==> src/rtl/iter_pkg.sv <==
package iter_pkg;

	// ================================================
	// sizes
	// ================================================
	localparam int NUM_NS          = 6;   // namespaces.
	localparam int NS_INDEX_BITS   = 5;   // 32 words per memory.
	localparam int LOOP_ID_BITS    = 2;
	localparam int NUM_MAX_LOOPS   = 4;   // loop levels.

	localparam int OPCODE_BITS     = 4;
	localparam int FN_BITS         = 4;
	localparam int IMMEDIATE_WIDTH = 32;
	localparam int NUM_ITER_WIDTH  = 16;  // count comes from immediate[15:0].
	localparam int WORD_WIDTH      = 32;  // base, stride and address.

	// ================================================
	// instruction codes
	// ================================================
	localparam logic [OPCODE_BITS-1:0] OP_LOOP = 4'b0111;

	localparam logic [FN_BITS-1:0] FN_SET_STRIDE = 4'b0000; // level 0 also loads base.
	localparam logic [FN_BITS-1:0] FN_SET_ITER   = 4'b0001;
	localparam logic [FN_BITS-1:0] FN_START      = 4'b0010;

	// ================================================
	// types
	// ================================================
	typedef logic [WORD_WIDTH-1:0]     word_t;
	typedef logic [NS_INDEX_BITS-1:0]  ns_addr_t;
	typedef logic [LOOP_ID_BITS-1:0]   loop_id_t;
	typedef logic [NUM_ITER_WIDTH-1:0] iter_t;

endpackage

==> src/rtl/iterator_ram.sv <==
module iterator_ram
	import iter_pkg::*;
(
	input  logic     clk,
	input  logic     read_req,
	input  ns_addr_t read_addr,
	output word_t    read_data,
	input  logic     write_req,
	input  ns_addr_t write_addr,
	input  word_t    write_data
);

	localparam int DEPTH = 1 << NS_INDEX_BITS;

	word_t mem [DEPTH];

	always_ff @(posedge clk) begin
		if (write_req) begin
			mem[write_addr] <= write_data;
		end
	end

	// same address read and write returns the old word.
	always_ff @(posedge clk) begin
		if (read_req) begin
			read_data <= mem[read_addr]; // held until the next request.
		end
	end

endmodule

==> src/rtl/namespace_iterator.sv <==
module namespace_iterator
	import iter_pkg::*;
(
	input  logic                       clk,
	input  logic                       reset,
	input  logic                       set_iter,
	input  logic                       set_stride,
	input  logic                       start,
	input  loop_id_t                   loop_id_now,
	input  loop_id_t                   loop_id_d,
	input  logic [IMMEDIATE_WIDTH-1:0] immediate,
	input  logic                       in_nested_loop,
	input  logic                       read_req,
	input  ns_addr_t                   read_addr,
	input  logic                       write_req_base,
	input  ns_addr_t                   write_addr_base,
	input  word_t                      write_data_base,
	input  logic                       write_req_stride,
	input  ns_addr_t                   write_addr_stride,
	input  word_t                      write_data_stride,
	output word_t                      buffer_address,
	output word_t                      iterator_stride,
	output logic                       address_valid,
	output logic                       loop_done
);

	word_t                     base_rdata;
	word_t                     stride_rdata;
	word_t                     base_reg;
	word_t [NUM_MAX_LOOPS-1:0] stride_reg;
	iter_t [NUM_MAX_LOOPS-1:0] num_iter_reg;
	word_t                     agu_address;

	// ================================================
	// memories
	// ================================================
	iterator_ram base_mem (
		.clk        (clk),
		.read_req   (read_req),
		.read_addr  (read_addr),
		.read_data  (base_rdata),
		.write_req  (write_req_base),
		.write_addr (write_addr_base),
		.write_data (write_data_base)
	);

	iterator_ram stride_mem (
		.clk        (clk),
		.read_req   (read_req),
		.read_addr  (read_addr),
		.read_data  (stride_rdata),
		.write_req  (write_req_stride),
		.write_addr (write_addr_stride),
		.write_data (write_data_stride)
	);

	// ================================================
	// loop configuration
	// ================================================
	// done wipes the setup so every run needs a fresh one.
	always_ff @(posedge clk) begin
		if (reset || loop_done) begin
			base_reg     <= '0;
			stride_reg   <= '0;
			num_iter_reg <= '0;
		end else begin
			if (set_iter) begin
				num_iter_reg[loop_id_now] <= immediate[NUM_ITER_WIDTH-1:0];
			end
			if (set_stride) begin
				stride_reg[loop_id_d] <= stride_rdata;
				if (loop_id_d == '0) begin
					base_reg <= base_rdata; // only level 0 carries the base.
				end
			end
		end
	end

	nested_loop_agu agu (
		.clk           (clk),
		.reset         (reset),
		.enable        (in_nested_loop),
		.start         (start),
		.base          (base_reg),
		.stride        (stride_reg),
		.num_iter      (num_iter_reg),
		.address       (agu_address),
		.address_valid (address_valid),
		.loop_done     (loop_done)
	);

	assign buffer_address  = address_valid ? agu_address : base_rdata;
	assign iterator_stride = stride_rdata;

endmodule

==> src/rtl/nested_loop_agu.sv <==
module nested_loop_agu
	import iter_pkg::*;
(
	input  logic                       clk,
	input  logic                       reset,
	input  logic                       enable,
	input  logic                       start,
	input  word_t                      base,
	input  word_t [NUM_MAX_LOOPS-1:0]  stride,
	input  iter_t [NUM_MAX_LOOPS-1:0]  num_iter,
	output word_t                      address,
	output logic                       address_valid,
	output logic                       loop_done
);

	logic                      busy;
	logic                      step;
	iter_t [NUM_MAX_LOOPS-1:0] count;
	word_t [NUM_MAX_LOOPS-1:0] offset;   // count[k] * stride[k] built by adding.
	logic  [NUM_MAX_LOOPS-1:0] at_last;
	logic  [NUM_MAX_LOOPS:0]   carry;    // carry[k] means level k steps this cycle.
	word_t                     offset_sum;

	assign step = busy && enable;

	// ================================================
	// odometer carry chain
	// ================================================
	assign carry[0] = 1'b1;

	for (genvar k = 0; k < NUM_MAX_LOOPS; k++) begin : g_level
		// a count of 0 behaves as 1.
		assign at_last[k] = (num_iter[k] <= iter_t'(1)) ?
			(count[k] == '0) :
			(count[k] == num_iter[k] - iter_t'(1));
		assign carry[k+1] = carry[k] && at_last[k];
	end

	always_comb begin
		offset_sum = '0;
		for (int k = 0; k < NUM_MAX_LOOPS; k++) begin
			offset_sum = offset_sum + offset[k];
		end
	end

	assign address       = base + offset_sum; // wraps modulo 2^32.
	assign address_valid = step;
	assign loop_done     = step && carry[NUM_MAX_LOOPS];

	// ================================================
	// counters
	// ================================================
	always_ff @(posedge clk) begin
		if (reset) begin
			busy   <= 1'b0;
			count  <= '0;
			offset <= '0;
		end else if (!busy) begin
			if (start && enable) begin
				busy   <= 1'b1;
				count  <= '0;
				offset <= '0;
			end
		end else if (enable) begin
			if (carry[NUM_MAX_LOOPS]) begin
				busy <= 1'b0; // last address goes out this cycle.
			end
			for (int k = 0; k < NUM_MAX_LOOPS; k++) begin
				if (carry[k]) begin
					if (at_last[k]) begin
						count[k]  <= '0;
						offset[k] <= '0;
					end else begin
						count[k]  <= count[k] + iter_t'(1);
						offset[k] <= offset[k] + stride[k];
					end
				end
			end
		end
	end

	// ================================================
	// checks
	// ================================================
	// a setup change during a run would push a count out of range.
	for (genvar k = 0; k < NUM_MAX_LOOPS; k++) begin : g_check
		a_count_range: assert property (
			@(posedge clk) disable iff (reset)
			busy |-> (count[k] == '0 || count[k] < num_iter[k])
		) else $error("level %0d count outside its iteration range.", k);
	end

endmodule
==> config.mk <==
export PLATFORM = sky130hd
export DESIGN_NAME = namespace_iterator
export DESIGN_NICKNAME = d
export VERILOG_FILES = /design/src/rtl/iter_pkg.sv /design/src/rtl/iterator_ram.sv /design/src/rtl/namespace_iterator.sv /design/src/rtl/nested_loop_agu.sv
export SDC_FILE = /design/constraint.sdc
export NUM_CORES = 2
export LEC_CHECK = 0
export BUFFER_PORTS_ARGS = -buffer_cell sky130_fd_sc_hd__buf_2
export CORE_MARGIN = 2
export CORE_UTILIZATION = 40
export CTS_BUF_LIST = sky130_fd_sc_hd__clkbuf_8
export CTS_CLUSTER_SIZE = 16
export DETAILED_ROUTE_END_ITERATION = 16
export PLACE_DENSITY = 0.62
export SETUP_SLACK_MARGIN = 0.4
export SLEW_MARGIN = 10
export SYNTH_ARGS = -nofsm -noshare
export SYNTH_HDL_FRONTEND = slang
export SYNTH_SLANG_ARGS = --single-unit
==> constraint.sdc <==
create_clock -name clk -period 4.9 [get_ports clk]
set_clock_uncertainty 0.15 [all_clocks]
set_input_delay 0.735 -clock clk [delete_from_list [all_inputs] [get_ports clk]]
set_output_delay 0.735 -clock clk [all_outputs]
set_load 0.01 [all_outputs]
# Word level (Yosys, flattened, before mapping)
# Memory sizes are Yosys's and may differ from the RTL's. A register that Yosys moved wholly into a read port is not among the register bits.
# Cells that the tools add are included.
# op_classes
addsub,16
magnitude_cmp,8
n_eq_ne,8
n_mux,39
reduce_logical,20
# ops
operator,n
128-bit two-way mux,3
32-bit two-way mux,9
32-bit adder,8
64-bit two-way mux,3
128-bit bitwise mux,1
16-bit two-way mux,8
"16-bit by 1-bit adder with 16-bit output, second input constant",4
64-bit bitwise mux,1
32-bit demux with 2-bit select,1
16-bit == test,4
"16-bit by 1-bit <= comparator with 1-bit output, second input constant",4
16-bit zero test,4
"16-bit by 1-bit subtractor with 16-bit output, second input constant",4
16-bit demux with 2-bit select,1
1-bit two-way mux,12
3-bit AND reduction,3
1-bit logical AND,8
"2-bit inequality test, second input constant",4
"2-bit by 3-bit < comparator with 1-bit output, second input constant",2
"2-bit by 1-bit >= comparator with 1-bit output, second input constant",2
2-bit AND reduction,2
2-bit zero test,1
2-bit nonzero test,1
1-bit logical OR,1
# totals
register_bits,417
mem_bits_rw,2048
in_bits,124
out_inout_bits,66
wordCells,111
memories,2
# memory_table
memory,depth,word_bits,read_ports,rd_ports_with_merged_regs,write_ports,line_no,text
base_mem.mem,32,32,1,1,1,iterator_ram.sv:15,word_t mem [DEPTH];
stride_mem.mem,32,32,1,1,1,iterator_ram.sv:15,

# Depth between registers and ports, before layout
# logic_depth
depth_word,9
mapped_depth,19
depth_no_buf,19

# Cells and area by module
# A second synthesis with hierarchy kept.
# hier_totals
cells_unflattened,8050
hier_area_um2,112396.5
# by_module_without_submodules
mod,n_inst,cells_per_inst,area_each_um2
iterator_ram at base_mem,1,2260,40812.9
iterator_ram at stride_mem,1,2260,40805.4
nested_loop_agu,1,2641,20479.6
namespace_iterator,1,889,10298.6

# Worst setup path before layout
# Ideal clock, no wire load.
# synth_path
path_kind,flip-flop to output port
start,register agu.offset[2] (netlist bit)
end,output buffer_address[30]
arrival_time_ns,4.509
required_time_ns,4.015
slack_ns,-0.494
stages_incl_launch_ff,20
path_cell_list,dfxtp_1 -> inv_1 -> fa_1 -> inv_1 -> fa_1 -> inv_1 -> fa_1 -> inv_1 -> ha_1 -> a21o_1 -> a21oi_1 -> o21a_1 -> nor3_1 -> o311ai_0 -> a21boi_0 -> o41a_1 -> a21oi_1 -> a2111oi_0 -> or3_1 -> a31o_2
# synth_between
elab_chain_len,5
# synth_lines
item,line_no,text
from (decl),nested_loop_agu.sv:19,word_t [NUM_MAX_LOOPS-1:0] offset;
"from (signal, indexed assignment)",nested_loop_agu.sv:75,offset[k] <= offset[k] + stride[k];
32-bit adder (3 in a row),nested_loop_agu.sv:42,offset_sum = offset_sum + offset[k];
32-bit adder,nested_loop_agu.sv:46,assign address = base + offset_sum;
32-bit two-way mux,namespace_iterator.sv:92,assign buffer_address = address_valid ? agu_address : base_rdata;
to (decl),namespace_iterator.sv:21,"output word_t buffer_address,"
# No other way between the ends.

# Worst setup path in the final report
# layout_path
start,register base_reg[2]
end,output buffer_address[24]
# layout_between
elab_chain_len,2
# layout_lines
item,line_no,text
from (decl),namespace_iterator.sv:29,word_t base_reg;
from (signal assigned),namespace_iterator.sv:73,base_reg <= base_rdata;
32-bit adder,nested_loop_agu.sv:46,
32-bit two-way mux,namespace_iterator.sv:92,
# No other way between the ends.

==> impl_metrics.tcl <==
set metrics [dict create \
    synth.distinct_cells 84 \
    antenna_left 0 \
    setup_viol 30 \
    rsz0062_at_grt "yes" \
    core_area_um2 268000 \
    power_frac_comb 0.068 \
    outcome "complete, but fails checks" \
    p_leak_nw 42.8 \
    gr-usage-met1 0.297 \
    cap_violations 0 \
    use_met2 0.337 \
    end_kind "output pin" \
    cts_buffers 412 \
    ir_drop_mv 0.211 \
    areaGrowthSynthToFinish_pct 15.6 \
    gp_congestion 0.879 \
    synthesis.area_um2 108000 \
    clk_pin_slew_ns 0.06 \
    synth-seq-cells 2529 \
    grt.total_usage 0.211 \
    tightest_slew_ns 1.04 \
    viasPerCell 5.59 \
    synth_largest_area_cell "edfxtp_1" \
    hp-class "in2reg" \
    die_area_um2 273000 \
    io_buffers 173 \
    grt_use_met3 0.0415 \
    wl_per_cell_um 25.9 \
    layout.nets 7773 \
    drv_slew 0 \
    seq_area_frac_synth 0.667 \
    grt_pass1_vias 62800 \
    route.detailed.drc 0 \
    ys_async_sr_fraction 0 \
    drive_above_1_share 0.257 \
    critPathMaxFanout 2 \
    cts.sinks 2529 \
    syn_inst 6678 \
    hold_violations 0 \
    wl_um 292000 \
    crit_type "reg2out" \
    root_buffer "clkbuf_8" \
    start_util 0.402 \
    cts_max_level 5 \
    hold-worst-slack_ns 0.115 \
    clk_latency_ns 1.03 \
    seqPwrFrac 0.544 \
    fmax_mhz 147 \
    layout_setup_ws_ns -1.92 \
    dieHeight_um 523 \
    fin_util 0.465 \
    ys.flop_type "edfxtp_1" \
    dp_slack_ns -0.998 \
    grt_pass1_wl_um 424000 \
    grt.overflow.total 0 \
    power_switching_w 0.0104 \
    drtPass1Iterations 6 \
    vias 63000 \
    initialDrtViolationCount 6199 \
    swShare 0.237 \
    synth-edff-count 2112 \
    die-width_um 523 \
    slew-limit-headroom 0.308 \
    clkPwrFrac 0.388 \
    start_kind "flip-flop" \
    post-route-period-util 1.39 \
    antenna_found_initial 57 \
    finalCriticalPeriod_ns 6.82 \
    failed_checks "setup timing" \
    worstPathArrival_ns 5.93 \
    top_regs "base_mem.mem x1024, stride_mem.mem x1024" \
    clk_path_buf_depth 4 \
    syn_area_per_cell_um2 16.1 \
    internal-power_w 0.0336 \
    rows 190 \
    dp_hpwl_um 179000 \
    power_density_nw_per_um2 354 \
    grt_max_degree 96 \
    synth_nets 7070 \
    cts_tree "done" \
    ys_top_cells_by_area "edfxtp_1 (59%), mux4_2 (13%), dfxtp_1 (7.8%)" \
    n_fill_cell 23100 \
    top_usage_layer "met2" \
    synth_top_area_frac 0.589 \
    synth_warnings 0 \
    worstPathRequired_ns 4.01 \
    pin_count 190 \
]
## layer usage
layer,wire length (µm),share of wire,vias up
met3,24600,0.084,459
met1,123000,0.42,32700
met4,6300,0.022,36
met2,138000,0.47,2589
met5,213,0.00073,-
li1,-,-,27200
## final timing paths
| path | start | to | slack [ns] | cells after the start |
|---|---|---|---|---|
| setup / recovery | base_reg[2] | buffer_address[24] | -1.92 | 23 |
| hold / removal | reset | agu.offset[22] | 0.12 | 2 |
| setup reg to reg | num_iter_reg[10] | agu.offset[76] | 0.68 | 11 |
| hold reg to reg | base_reg[7] | base_reg[7] | 0.30 | 2 |
## logic make-up after synthesis
kind of cell,count (synthesis),share of synthesized area
buffers and inverters,675,0.0241
AOI/OAI and AO/OA,897,0.0511
adders and majority gates,268,0.0379
and+or+nand+nor,1344,0.0577
xor gates and xnor gates,244,0.0199
DFF,2529,0.667
muxes,721,0.142
## through the flow
step                      instances  power, W  TNS, ns  area (µm²)
after global placement        10400    0.0272    -7.89      116000
after CTS                     11200    0.0444   -38.37      124000
after floorplan                6678    0.0259   -0.855      108000
final                         11300    0.0440   -36.19      124000
after detailed placement      10400    0.0273    -8.32      116000
after global routing          11300    0.0455   -43.04      124000
## placed cells by master, fill, tap and decap left out, drive strengths merged, types with 62 or more instances in the layout
cell type / count
buf: 545
nor2: 314
dfxtp: 417
clkbuf: 436
a21oi: 426
xor2: 84
o21ai: 122
mux2: 68
nor3: 85
mux4: 640
fa: 96
xnor2: 160
edfxtp: 2112
ha: 172
nand2: 575
a22oi: 62
a21o: 84
clkinv: 165
inv: 475
## critical path, stage by stage, from the launching register on
cell and delay [ns]:
dfxtp_2 0.33, inv_2 0.04, fa_1 0.54, inv_2 0.04
fa_1 0.47, inv_1 0.05, fa_1 0.54, inv_2 0.06
ha_4 0.20, a21o_1 0.16, a21oi_2 0.16, o21a_1 0.20
nor3_2 0.08, o311ai_1 0.31, buf_4 0.19, a21boi_4 0.06
o41a_1 0.46, buf_4 0.18, buf_6 0.11, a21o_1 0.17
a21o_1 0.18, xnor2_2 0.14, o21ai_1 0.12, buf_2 0.14
## layout make-up
type | instances | area (µm²) | area share
inverter | 358 | 1340 | 0.0108
clock buffer | 436 | 6000 | 0.0482
tap | 3552 | 4440 | 0.0357
clock inverter | 305 | 1580 | 0.0127
sequential | 2529 | 71800 | 0.577
antenna | 15 | 37.5 | 0.000302
multi-input combinational | 3475 | 34200 | 0.275
timing repair buffer | 605 | 4960 | 0.0399
## cells in the mapped netlist, types with 6 or more instances
| master | count |
|---|---|
| clkbuf_1 | 230 |
| xor2_1 | 84 |
| inv_1 | 357 |
| a211oi_1 | 14 |
| buf_1 | 58 |
| dfxtp_1 | 417 |
| a22o_1 | 16 |
| nand3_1 | 61 |
| nand4_1 | 25 |
| and3_1 | 51 |
| or2_2 | 7 |
| and4_1 | 10 |
| or3b_2 | 10 |
| nor3b_1 | 12 |
| a2111oi_0 | 6 |
| and2_1 | 16 |
| a311oi_1 | 7 |
| a21o_1 | 84 |
| o31ai_1 | 11 |
| nand3b_1 | 41 |
| nand2_1 | 575 |
| a21boi_0 | 8 |
| or3_1 | 30 |
| o21a_1 | 23 |
| nor2b_1 | 19 |
| fa_1 | 96 |
| edfxtp_1 | 2112 |
| o211ai_1 | 11 |
| mux2i_1 | 13 |
| nor3_1 | 83 |
| o21ai_0 | 118 |
| mux4_2 | 640 |
| or4_1 | 16 |
| nor2_1 | 312 |
| xnor2_1 | 160 |
| a22oi_1 | 62 |
| o21bai_1 | 18 |
| ha_1 | 172 |
| o41ai_1 | 7 |
| a21oi_1 | 426 |
| a31oi_1 | 23 |
| mux2_2 | 68 |
| buf_2 | 26 |
| nand2b_1 | 21 |
| nor4_1 | 36 |
## power groups by stage
stage / sequential, W / clock, W / combinational, W
floorplan: 0.0242 / 0 / 0.00169
global placement: 0.0244 / 0 / 0.00286
detailed placement: 0.0244 / 0 / 0.00289
CTS: 0.0239 / 0.0175 / 0.00298
global route: 0.0240 / 0.0183 / 0.00321
finish: 0.0239 / 0.0171 / 0.00299
## what timing repair did
action                                 in CTS  in global routing
hold buffers                               60                  0
pin swaps                                  46                 30
setup buffers                              23                 11
gates resized for setup                    67                 55
setup endpoints to repair                 223                 51
endpoints found under the hold margin     910                  0
gates cloned                                1                  0
No activity file was read; power rests on OpenSTA's default activity.
