[src/rtl/iter_pkg.sv]
package iter_pkg;

	// ================================================
	// sizes
	// ================================================
	localparam int NUM_NS          = 6;   // namespaces.
	localparam int NS_INDEX_BITS   = 5;   // 32 words per memory.
	localparam int LOOP_ID_BITS    = 2;
	localparam int NUM_MAX_LOOPS   = 4;   // loop levels.

	localparam int OPCODE_BITS     = 4;
	localparam int FN_BITS         = 4;
	localparam int IMMEDIATE_WIDTH = 32;
	localparam int NUM_ITER_WIDTH  = 16;  // count comes from immediate[15:0].
	localparam int WORD_WIDTH      = 32;  // base, stride and address.

	// ================================================
	// instruction codes
	// ================================================
	localparam logic [OPCODE_BITS-1:0] OP_LOOP = 4'b0111;

	localparam logic [FN_BITS-1:0] FN_SET_STRIDE = 4'b0000; // level 0 also loads base.
	localparam logic [FN_BITS-1:0] FN_SET_ITER   = 4'b0001;
	localparam logic [FN_BITS-1:0] FN_START      = 4'b0010;

	// ================================================
	// types
	// ================================================
	typedef logic [WORD_WIDTH-1:0]     word_t;
	typedef logic [NS_INDEX_BITS-1:0]  ns_addr_t;
	typedef logic [LOOP_ID_BITS-1:0]   loop_id_t;
	typedef logic [NUM_ITER_WIDTH-1:0] iter_t;

endpackage

[src/rtl/loop_instr_decode.sv]
module loop_instr_decode
	import iter_pkg::*;
(
	input  logic                   clk,
	input  logic                   reset,
	input  logic [OPCODE_BITS-1:0] opcode,
	input  logic [FN_BITS-1:0]     fn,
	input  loop_id_t               loop_id,
	output logic                   set_iter,
	output logic                   set_stride,
	output logic                   start,
	output loop_id_t               loop_id_now,
	output loop_id_t               loop_id_d
);

	logic is_loop;
	logic stride_hit;
	logic start_hit;

	assign is_loop    = (opcode == OP_LOOP);
	assign stride_hit = is_loop && (fn == FN_SET_STRIDE);
	assign start_hit  = is_loop && (fn == FN_START);

	// the count comes straight from the immediate, so no delay is needed.
	assign set_iter    = is_loop && (fn == FN_SET_ITER);
	assign loop_id_now = loop_id;

	// stride and base wait one cycle for the memory read data.
	always_ff @(posedge clk) begin
		if (reset) begin
			set_stride <= 1'b0;
			start      <= 1'b0;
			loop_id_d  <= '0;
		end else begin
			set_stride <= stride_hit;
			start      <= start_hit;
			loop_id_d  <= loop_id;
		end
	end

endmodule

[config.mk]
export PLATFORM = sky130hd
export DESIGN_NAME = loop_instr_decode
export DESIGN_NICKNAME = d
export VERILOG_FILES = /design/src/rtl/iter_pkg.sv /design/src/rtl/loop_instr_decode.sv
export SDC_FILE = /design/constraint.sdc
export NUM_CORES = 1
export LEC_CHECK = 0
export BUFFER_PORTS_ARGS = -buffer_cell sky130_fd_sc_hd__clkbuf_2
export CAP_MARGIN = 20
export CORE_AREA = 2 2 39 41
export CTS_CLUSTER_SIZE = 28
export DETAILED_ROUTE_END_ITERATION = 8
export DIE_AREA = 0 0 41 43
export PLACE_DENSITY = 0.41
export SETUP_SLACK_MARGIN = 0.4
export SLEW_MARGIN = 0
export SYNTH_ARGS = -nofsm -noshare
export SYNTH_HDL_FRONTEND = slang
export SYNTH_SLANG_ARGS = --single-unit
export TNS_END_PERCENT = 50
[constraint.sdc]
create_clock -name clk -period 2.5 [get_ports clk]
set_input_delay 0.625 -clock clk [delete_from_list [all_inputs] [get_ports clk]]
set_output_delay 0.625 -clock clk [all_outputs]
set_load 0.01 [all_outputs]
# Word level (Yosys, flattened, before mapping)
# Index checks and enable logic that the tools add are counted.
[word_totals]
ff_bits = 4
in_bits = 12
out_inout_bits = 7
wordCells = 10
[classes]
reduce_logical = 4
n_eq_ne = 3
[op_table]
columns = ["op", "count"]
rows = [
  ["$eq 4x1->1 const B", 1],
  ["$eq 4x2->1 const B", 1],
  ["$eq 4x3->1 const B", 1],
  ["$logic_not 4->1", 1],
  ["$logic_and 1x1->1", 3],
]

# Depth between registers and ports, before layout
# Gate-level depths: netlist of run 1.
[depth]
ltp_word = 2
depth_mapped = 2
ltp_nobuf = 2

# Worst setup path before layout of run 1
# Ideal clock, no wire load.
[synth_timing]
kind = "input-to-output"
startpoint = "input port fn[2]"
endpoint = "output port set_iter"
path_slack_ps = 756
cell_stages = 2
required_time_ps = 1875
arrival_time_ps = 1119
path_cell_list = "and4bb_1 -> and4_1"
[synth_via]
elab_chain_cells = 2
[synth_lines]
columns = ["element", "line", "source"]
rows = [
  ["start, declared", "loop_instr_decode.sv:7", "input logic [FN_BITS-1:0] fn,"],
  ["$eq 4x1->1", "loop_instr_decode.sv:25", "assign set_iter = is_loop && (fn == FN_SET_ITER);"],
  ["$logic_and 1x1->1", "loop_instr_decode.sv:25", ""],
  ["end, declared", "loop_instr_decode.sv:9", "output logic set_iter,"],
]
# Every way passes these cells.

# Final worst setup path of run 1
# Same ends and word-level chain as after synthesis.

==> reports/qor.csv, run 1 <==
stage,metric,value,unit
pwr,switching_power,0.0000314,W
pwr,seq_power_share,41.0,%
clock_network,htreeDepth,1,
timing,slew_headroom,88.7,%
finish,synthToLayoutAreaGrowth,70.7,%
finish,final_common_cell,clkbuf_2,
global_route,grt_pass1_vias,141,
worst_hold_path,hold_start,loop_id[1],
placement,routabilityCongestion,0.587,
logic_synthesis,synth_cell_types,8,
logic_synthesis,synth_mux_area_share,0,%
logic_synthesis,syn_avg_cell_area,11.1,um^2
setup_path,cpLargestDelayFamily,simple AND/OR/NAND/NOR gates,
timing,rsz0062_at_grt,no,
floorplanning,core.rowCount,14,
setup_path,cp-start-kind,input port,
global_route,antenna_found_initial,0,
detailed_routing,via_count,180,
pwr,p_per_area,569,nW/um^2
pwr,power_frac_clock,47.1,%
timing,final.min_clock_period,1.93,ns
setup_path,crit_top_cell,clkbuf_2,
floorplanning,start_util,12.0,%
floorplanning,die_w,41,um
timing,post-route-period-util,77.0,%
detailed_routing,drtAntennaViolNets,0,
logic_synthesis,synth-seq-cells,4,
setup_path,worstPathMaxFanout,3,
pwr,power_leakage,0.153,nW
setup_path,worstPathCellList,clkbuf_2 > and4bb_1 > and4_1 > clkbuf_2,
timing,hold_viol_final,0,
clock_network,cts_tree,built,
worst_hold_path,holdCritPathClass,in2reg,
detailed_routing,wire_per_inst,7.64,um
worst_hold_path,worstHoldEndpoint,loop_id_d[1],
timing,finalSetupViolCount,0,
pwr,vdd_drop_max,0.111,mV
logic_synthesis,synthAdderAreaFrac,0,%
global_route,grt_pass1_wl,531,um
logic_synthesis,synth_area,166,um^2
finish,layout_common_cells,"clkbuf_2, dfxtp_1, clkbuf_4",
pwr,power.total,0.000162,W
setup_path,critical_path_class,in2out,
timing,tightestPinTransition,0.170,ns
timing,maxSlewViolCount,0,
clock_network,ctsResizeCount,0,
pwr,p_comb_share,11.9,%
timing,max_freq,519,MHz
finish,diodes,0,
floorplanning,core_area,1380,um^2
detailed_routing,drt-pass1-iter-count,1,
finish,layout.nets,48,
logic_synthesis,synthCells,15,
placement,dp_worst_setup_slack,0.581,ns
logic_synthesis,synth_top_family_by_area,simple AND/OR/NAND/NOR gates,
logic_synthesis,yosys.area_share.simple,42.9,%
setup_path,worst-endpoint-arrival,1.30,ns
clock_network,cts_setup_buffers,0,
finish,drive_above_1_share,64.7,%
global_route,grt_max_degree,5,
clock_network,cts_root_buffer,clkbuf_4,
detailed_routing,drt-initial-drc-count,0,
timing,final.setup.tns,0,ns
finish,fillers,168,
clock_network,clkTransAtPathRegs,0.03,ns
detailed_routing,drc,0,
placement,hpwlAfterDp,334,um
setup_path,end_kind,output port,
logic_synthesis,synth_compound_area_share,0,%
floorplanning,dieArea,1760,um^2
logic_synthesis,ys_warn_count,0,
global_route,grt_usage,5.01,%
pwr,p_int,0.000130,W
clock_network,cts.path.max_buffers,2,
clock_network,cts_buffers,3,
clock_network,hold_buffers,0,
setup_path,crit_slowest_cell,and4bb_1,
setup_path,cp.required,1.88,ns
global_route,grt_overflow,0,
floorplanning,die_h,43,um
status,status,finished clean,
clock_network,cts_sinks,4,
detailed_routing,wl,382,um
setup_path,max_stage_delay,0.28,ns
pwr,switching_share,19.4,%
timing,layout_setup_ws,0.574,ns
detailed_routing,viasPerCell,3.60,
worst_hold_path,hold_path_depth,2,
logic_synthesis,syn_nets,27,
setup_path,cp_num_buf_inv,2,
job,maxCapViolations,0,
placement,io_buffers,18,
finish,final_core_utilization,20.5,%
floorplanning,ios,19,
logic_synthesis,synth-xor-area-share,0,%
logic_synthesis,seq_area_frac_synth,48.1,%
[state kept, by name, indices dropped and copies added, names as in the netlist]
signal and flops:
loop_id_d 2, start 1, set_stride 1
[synth_stat cells]
cell type,number,area (um^2)
nor2_1,2,7.51
dfxtp_1,4,80.1
and4_1,2,17.5
and3_1,1,6.26
nor2b_1,2,12.5
and4bb_1,1,12.5
nor4b_2,1,15.0
buf_4,2,15.0
[power by group through the flow]
| stage | Combinational, W | Clock, W | Sequential, W |
|---|---|---|---|
| floorplan | 0.00000678 | 0 | 0.0000683 |
| detailed placement | 0.0000194 | 0 | 0.0000673 |
| finish | 0.0000192 | 0.0000761 | 0.0000664 |
| global placement | 0.0000198 | 0 | 0.0000673 |
| CTS | 0.0000195 | 0.0000825 | 0.0000663 |
| global route | 0.0000218 | 0.0000887 | 0.0000664 |
[how the worst max path moves through the flow]
| stage | startpoint | to | slack [ns] | cells after the start |
|---|---|---|---|---|
| 5_1_grt | fn[2] | set_iter | 0.55 | 4 |
| 2_1_floorplan | fn[2] | set_iter | 0.76 | 2 |
| 4_1_cts | fn[2] | set_iter | 0.57 | 4 |
| 3_3_place_gp | fn[2] | set_iter | 0.58 | 4 |
| 3_5_place_dp | fn[2] | set_iter | 0.58 | 4 |
| 6_report | fn[2] | set_iter | 0.57 | 4 |
[final cells by class]
class / instances / area, um^2 / share of cell area, %
sequential: 4 / 80.1 / 28.2
multi-input combinational: 9 / 71.3 / 25.1
clock buffer: 3 / 22.5 / 7.93
timing repair buffer: 18 / 90.1 / 31.7
tap: 16 / 20.0 / 7.05
[cells by family after synthesis]
logic type	Yosys count
and+or+nand+nor	9
DFF	4
buffers and inverters	2
[stage by stage]
step / hold slack [ns] / cell area [um^2] / cells
2_1_floorplan: 0.697 / 166 / 15
3_3_place_gp: 0.860 / 262 / 47
3_5_place_dp: 0.863 / 262 / 47
4_1_cts: 0.619 / 284 / 50
5_1_grt: 0.634 / 284 / 50
6_report: 0.629 / 284 / 50
[routing by layer]
| layer | track usage, % | wire [um] | vias up |
|---|---|---|---|
| li1 | - | - | 93 |
| met1 | 6.37 | 181 | 68 |
| met2 | 4.38 | 117 | 19 |
| met3 | 5.24 | 83 | 0 |
| met4 | 4.00 | 0 | 0 |
| met5 | 0 | 0 | - |
No activity file was read; power rests on OpenSTA's default activity.
==> inputs of run 2 (changes only) <==
--- a/config.mk
+++ b/config.mk
@@ -11,7 +11,7 @@
 export CTS_CLUSTER_SIZE = 28
 export DETAILED_ROUTE_END_ITERATION = 8
 export DIE_AREA = 0 0 41 43
-export PLACE_DENSITY = 0.41
+export PLACE_DENSITY = 0.42
 export SETUP_SLACK_MARGIN = 0.4
 export SLEW_MARGIN = 0
 export SYNTH_ARGS = -nofsm -noshare
==> constraint.sdc (replaced) <==
create_clock -name clk -period 1.6 [get_ports clk]
set_input_delay 0.4 -clock clk [delete_from_list [all_inputs] [get_ports clk]]
set_output_delay 0.4 -clock clk [all_outputs]
set_load 0.01 [all_outputs]
==> reports/qor.csv, run 2 (synthesized netlist as in run 1, its figures left out) <==
stage,metric,value,unit,change
detailed_routing,drt-pass1-iter-count,2,,+1
finish,largest_reg_flops,2,,unchanged
detailed_routing,wire_per_inst,7.84,um,+2.6%
detailed_routing,drtAntennaViolNets,0,,unchanged
clock_network,cts_buffers,3,,unchanged
global_route,antenna_found_initial,0,,unchanged
global_route,grt_overflow,0,,unchanged
detailed_routing,drt-initial-drc-count,2,,+2
clock_network,cts.path.max_buffers,2,,unchanged
finish,layout.nets,48,,unchanged
setup_path,cp-start-kind,input port,,
detailed_routing,via_count,181,,+0.56%
pwr,power_leakage,0.153,nW,about the same
worst_hold_path,holdCritPathClass,in2reg,,
global_route,grt_usage,5.81,%,+0.81 points
finish,largestRegisters,"loop_id_d x2, set_stride x1, start x1",,
detailed_routing,drc,0,,unchanged
timing,finalSetupViolCount,0,,unchanged
timing,final.setup.tns,0,ns,unchanged
clock_network,cts_root_buffer,clkbuf_4,,
pwr,p_per_area,900,nW/um^2,+58%
timing,final.min_clock_period,1.47,ns,
floorplanning,core_area,1380,um^2,unchanged
global_route,grt_pass1_wl,614,um,+16%
setup_path,worst-endpoint-arrival,1.07,ns,-0.23 ns
placement,dp_worst_setup_slack,0.126,ns,-0.456 ns
clock_network,cts_sinks,4,,unchanged
floorplanning,start_util,12.0,%,unchanged
setup_path,critical_path_class,in2out,,
floorplanning,die_h,43,um,unchanged
finish,top_register,loop_id_d,,
placement,hpwlAfterDp,342,um,+2.3%
status,status,finished clean,,
clock_network,cts_setup_buffers,0,,unchanged
detailed_routing,viasPerCell,3.62,,+0.56%
global_route,grt_max_degree,5,,unchanged
pwr,vdd_drop_max,0.133,mV,+20%
floorplanning,die_w,41,um,unchanged
clock_network,cts_tree,built,,
timing,post-route-period-util,91.8,%,
placement,io_buffers,18,,unchanged
floorplanning,dieArea,1760,um^2,unchanged
timing,hold_viol_final,0,,unchanged
timing,rsz0062_at_grt,yes,,
timing,tightestPinTransition,0.165,ns,-0.00435 ns
finish,layout_common_cells,"clkbuf_2, dfxtp_1, clkbuf_4",,
placement,routabilityCongestion,0.569,,-3.1%
timing,maxSlewViolCount,0,,unchanged
setup_path,cp.required,1.20,ns,-0.68 ns
job,maxCapViolations,0,,unchanged
setup_path,end_kind,output port,,
finish,synthToLayoutAreaGrowth,70.7,%,unchanged
finish,drive_above_1_share,64.7,%,unchanged
clock_network,clkTransAtPathRegs,0.03,ns,about the same
global_route,grt_pass1_vias,164,,+16%
timing,slew_headroom,89.0,%,+0.29 points
detailed_routing,wl,392,um,+2.6%
finish,final_common_cell,clkbuf_2,,
finish,diodes,0,,unchanged
clock_network,ctsResizeCount,0,,unchanged
floorplanning,core.rowCount,14,,unchanged
clock_network,hold_buffers,0,,unchanged
finish,final_core_utilization,20.5,%,unchanged
timing,layout_setup_ws,0.131,ns,-0.443 ns
floorplanning,ios,19,,unchanged
clock_network,htreeDepth,1,,unchanged
pwr,power.total,0.000256,W,+58%
timing,max_freq,681,MHz,
setup_path,worstPathMaxFanout,3,,unchanged
## run 2: cell counts in the layout (fill, tap and decap cells not counted)
No cell type changed its count.
## run 2: final cells by class
| cell class | count | area, um^2 |
|---|---|---|
| flip-flops and latches | 4 | 80.1 |
| clock buffers | 3 | 22.5 |
| well taps | 16 | 20.0 |
| fillers | 158 | 1100 |
| repair buffers | 18 | 90.1 |
| multi-input cells | 9 | 71.3 |
## run 2: worst max-delay path, stage by stage
cell	delay [ns]
clkbuf_2	0.08
and4bb_1	0.29
and4_1	0.18
clkbuf_2	0.13
## run 2: power by group
part / switching [W] / internal (W)
Sequential: 0.000000569 / 0.000103
Clock: 0.0000382 / 0.0000837
Combinational: 0.0000132 / 0.0000169
Total: 0.0000520 / 0.000204
## run 2: metrics by stage
stage / area, um^2 / hold WS, ns / cells
final: 284 / 0.399 / 50
after detailed placement: 262 / 0.635 / 47
after CTS: 284 / 0.389 / 50
after floorplan: 166 / 0.472 / 15
after global routing: 284 / 0.397 / 50
after global placement: 262 / 0.640 / 47
## run 2: path summary, 6_finish.rpt
path	startpoint	to	slack (ns)	cells past startpoint
worst min-delay path	reset	loop_id_d[0]	0.40	2
worst max-delay path	fn[2]	set_iter	0.13	4
## run 2: what timing repair did
action | in CTS | in global routing
setup endpoints to repair | 1 | 1
gates cloned | 0 | 0
pin swaps | 1 | 1
## run 2: routing by layer
layer  vias up  track usage (%)  wire length (um)
met5         -                0                 0
met2        14             8.13               185
met4         0             8.00                 0
met1        74             4.47               136
met3         0             3.14                69
li1         93                -                 -
==> inputs of run 3 (changes only) <==
--- a/config.mk
+++ b/config.mk
@@ -11,7 +11,6 @@
 export CTS_CLUSTER_SIZE = 28
 export DETAILED_ROUTE_END_ITERATION = 8
 export DIE_AREA = 0 0 41 43
-export PLACE_DENSITY = 0.42
 export SETUP_SLACK_MARGIN = 0.4
 export SLEW_MARGIN = 0
 export SYNTH_ARGS = -nofsm -noshare
==> reports/qor.csv, run 3 (synthesized netlist as in run 1, its figures left out) <==
stage,metric,value,unit,change
timing,post-route-period-util,89.3,%,-2.6 points
floorplanning,start_util,12.0,%,unchanged
timing,final.setup.tns,0,ns,unchanged
timing,finalSetupViolCount,0,,unchanged
placement,io_buffers,18,,unchanged
worst_hold_path,hold_path_depth,2,,unchanged
finish,layout.nets,50,,+4.2%
finish,diodes,0,,unchanged
status,status,finished clean,,
detailed_routing,drt-initial-drc-count,0,,-2
worst_hold_path,hold_start,reset,,
detailed_routing,drtAntennaViolNets,0,,unchanged
setup_path,cp.required,1.20,ns,about the same
clock_network,cts_root_buffer,clkbuf_4,,
timing,final.min_clock_period,1.43,ns,-0.0409 ns
worst_hold_path,holdCritPathClass,in2reg,,
job,maxCapViolations,0,,unchanged
finish,drive_above_1_share,66.7,%,+2.0 points
finish,layout_common_cells,"clkbuf_2, dfxtp_1, clkbuf_4",,
clock_network,cts_sinks,4,,unchanged
finish,top_register,loop_id_d,,
timing,rsz0062_at_grt,yes,,
setup_path,cp-start-kind,input port,,
clock_network,htreeDepth,1,,unchanged
placement,routabilityCongestion,0.564,,-0.79%
floorplanning,ios,19,,unchanged
finish,final_core_utilization,21.6,%,+1.1 points
detailed_routing,drt-pass1-iter-count,1,,-1
finish,largestRegisters,"loop_id_d x2, set_stride x1, start x1",,
finish,final_common_cell,clkbuf_2,,
placement,hpwlAfterDp,335,um,-1.9%
finish,largest_reg_flops,2,,unchanged
finish,synthToLayoutAreaGrowth,79.7,%,
global_route,grt_pass1_wl,641,um,+4.4%
pwr,power_leakage,0.165,nW,+7.6%
pwr,vdd_drop_max,0.0974,mV,-27%
setup_path,worst-endpoint-arrival,1.03,ns,-0.04 ns
worst_hold_path,worstHoldEndpoint,loop_id_d[1],,
global_route,grt_max_degree,5,,unchanged
detailed_routing,viasPerCell,3.58,,-1.2%
floorplanning,die_h,43,um,unchanged
timing,hold_viol_final,0,,unchanged
floorplanning,die_w,41,um,unchanged
setup_path,end_kind,output port,,
global_route,grt_overflow,0,,unchanged
global_route,antenna_found_initial,0,,unchanged
floorplanning,dieArea,1760,um^2,unchanged
clock_network,cts_tree,built,,
global_route,grt_usage,6.02,%,+0.21 points
timing,slew_headroom,88.6,%,-0.36 points
floorplanning,core_area,1380,um^2,unchanged
setup_path,critical_path_class,in2out,,
global_route,grt_pass1_vias,172,,+4.9%
clock_network,cts_buffers,3,,unchanged
detailed_routing,drc,0,,unchanged
detailed_routing,via_count,186,,+2.8%
floorplanning,core.rowCount,14,,unchanged
timing,maxSlewViolCount,0,,unchanged
pwr,p_per_area,854,nW/um^2,-5.1%
timing,tightestPinTransition,0.171,ns,+0.00534 ns
timing,max_freq,700,MHz,+2.9%
detailed_routing,wire_per_inst,7.29,um,-7.0%
setup_path,worstPathMaxFanout,2,,-1
clock_network,cts.path.max_buffers,2,,unchanged
detailed_routing,wl,379,um,-3.3%
clock_network,clkTransAtPathRegs,0.04,ns,about the same
## run 3: worst max path at each step
stage | from | endpoint | slack (ns) | depth (start not counted)
floorplan | fn[2] | set_iter | 0.32 | 2
global placement | fn[2] | set_iter | 0.16 | 4
detailed placement | fn[2] | set_iter | 0.14 | 4
CTS | fn[3] | set_iter | 0.16 | 4
global route | fn[2] | set_iter | 0.13 | 4
finish | fn[2] | set_iter | 0.17 | 4
## run 3: stage by stage
stage                     hold slack [ns]  power, W  setup slack, ns  instance area [um^2]  std cells
after global routing                0.413  0.000275            0.125                   299         52
after floorplan                     0.472  0.000117            0.323                   166         15
final                               0.400  0.000256            0.172                   299         52
after detailed placement            0.647  0.000136            0.138                   262         47
after global placement              0.644  0.000135            0.159                   262         47
after CTS                           0.398  0.000265            0.159                   292         51
## run 3: where the power goes
group	internal, W	switching, W
registers	0.000103	0.000000545
logic	0.0000184	0.0000132
clock network	0.0000836	0.0000366
## run 3: timing repair
| action | CTS | global route |
|---|---|---|
| endpoints found under the hold margin | 0 | 0 |
| setup buffers | 1 | 1 |
| setup endpoints to repair | 1 | 1 |
| resized for setup | 0 | 1 |
| pin swaps | 1 | 1 |
| hold buffers | 0 | 0 |
## run 3: final cells by class
class	count	area [um^2]
clock buffers	3	22.5
well taps	16	20.0
repair buffers	20	105
multi-input cells	9	71.3
fillers	168	1080
flip-flops and latches	4	80.1
## run 3: worst max-delay path, stage by stage
cell and delay (ns):
clkbuf_2 0.08, and4bb_1 0.26, and4_1 0.17, buf_2 0.12
## run 3: metal layers
layer  track usage, %  wire, um  up-vias
met5                0         0        -
met4             10.0         0        0
met3             1.57        42        0
met2             8.44       244        7
met1             4.81        92       83
li1                 -         -       96
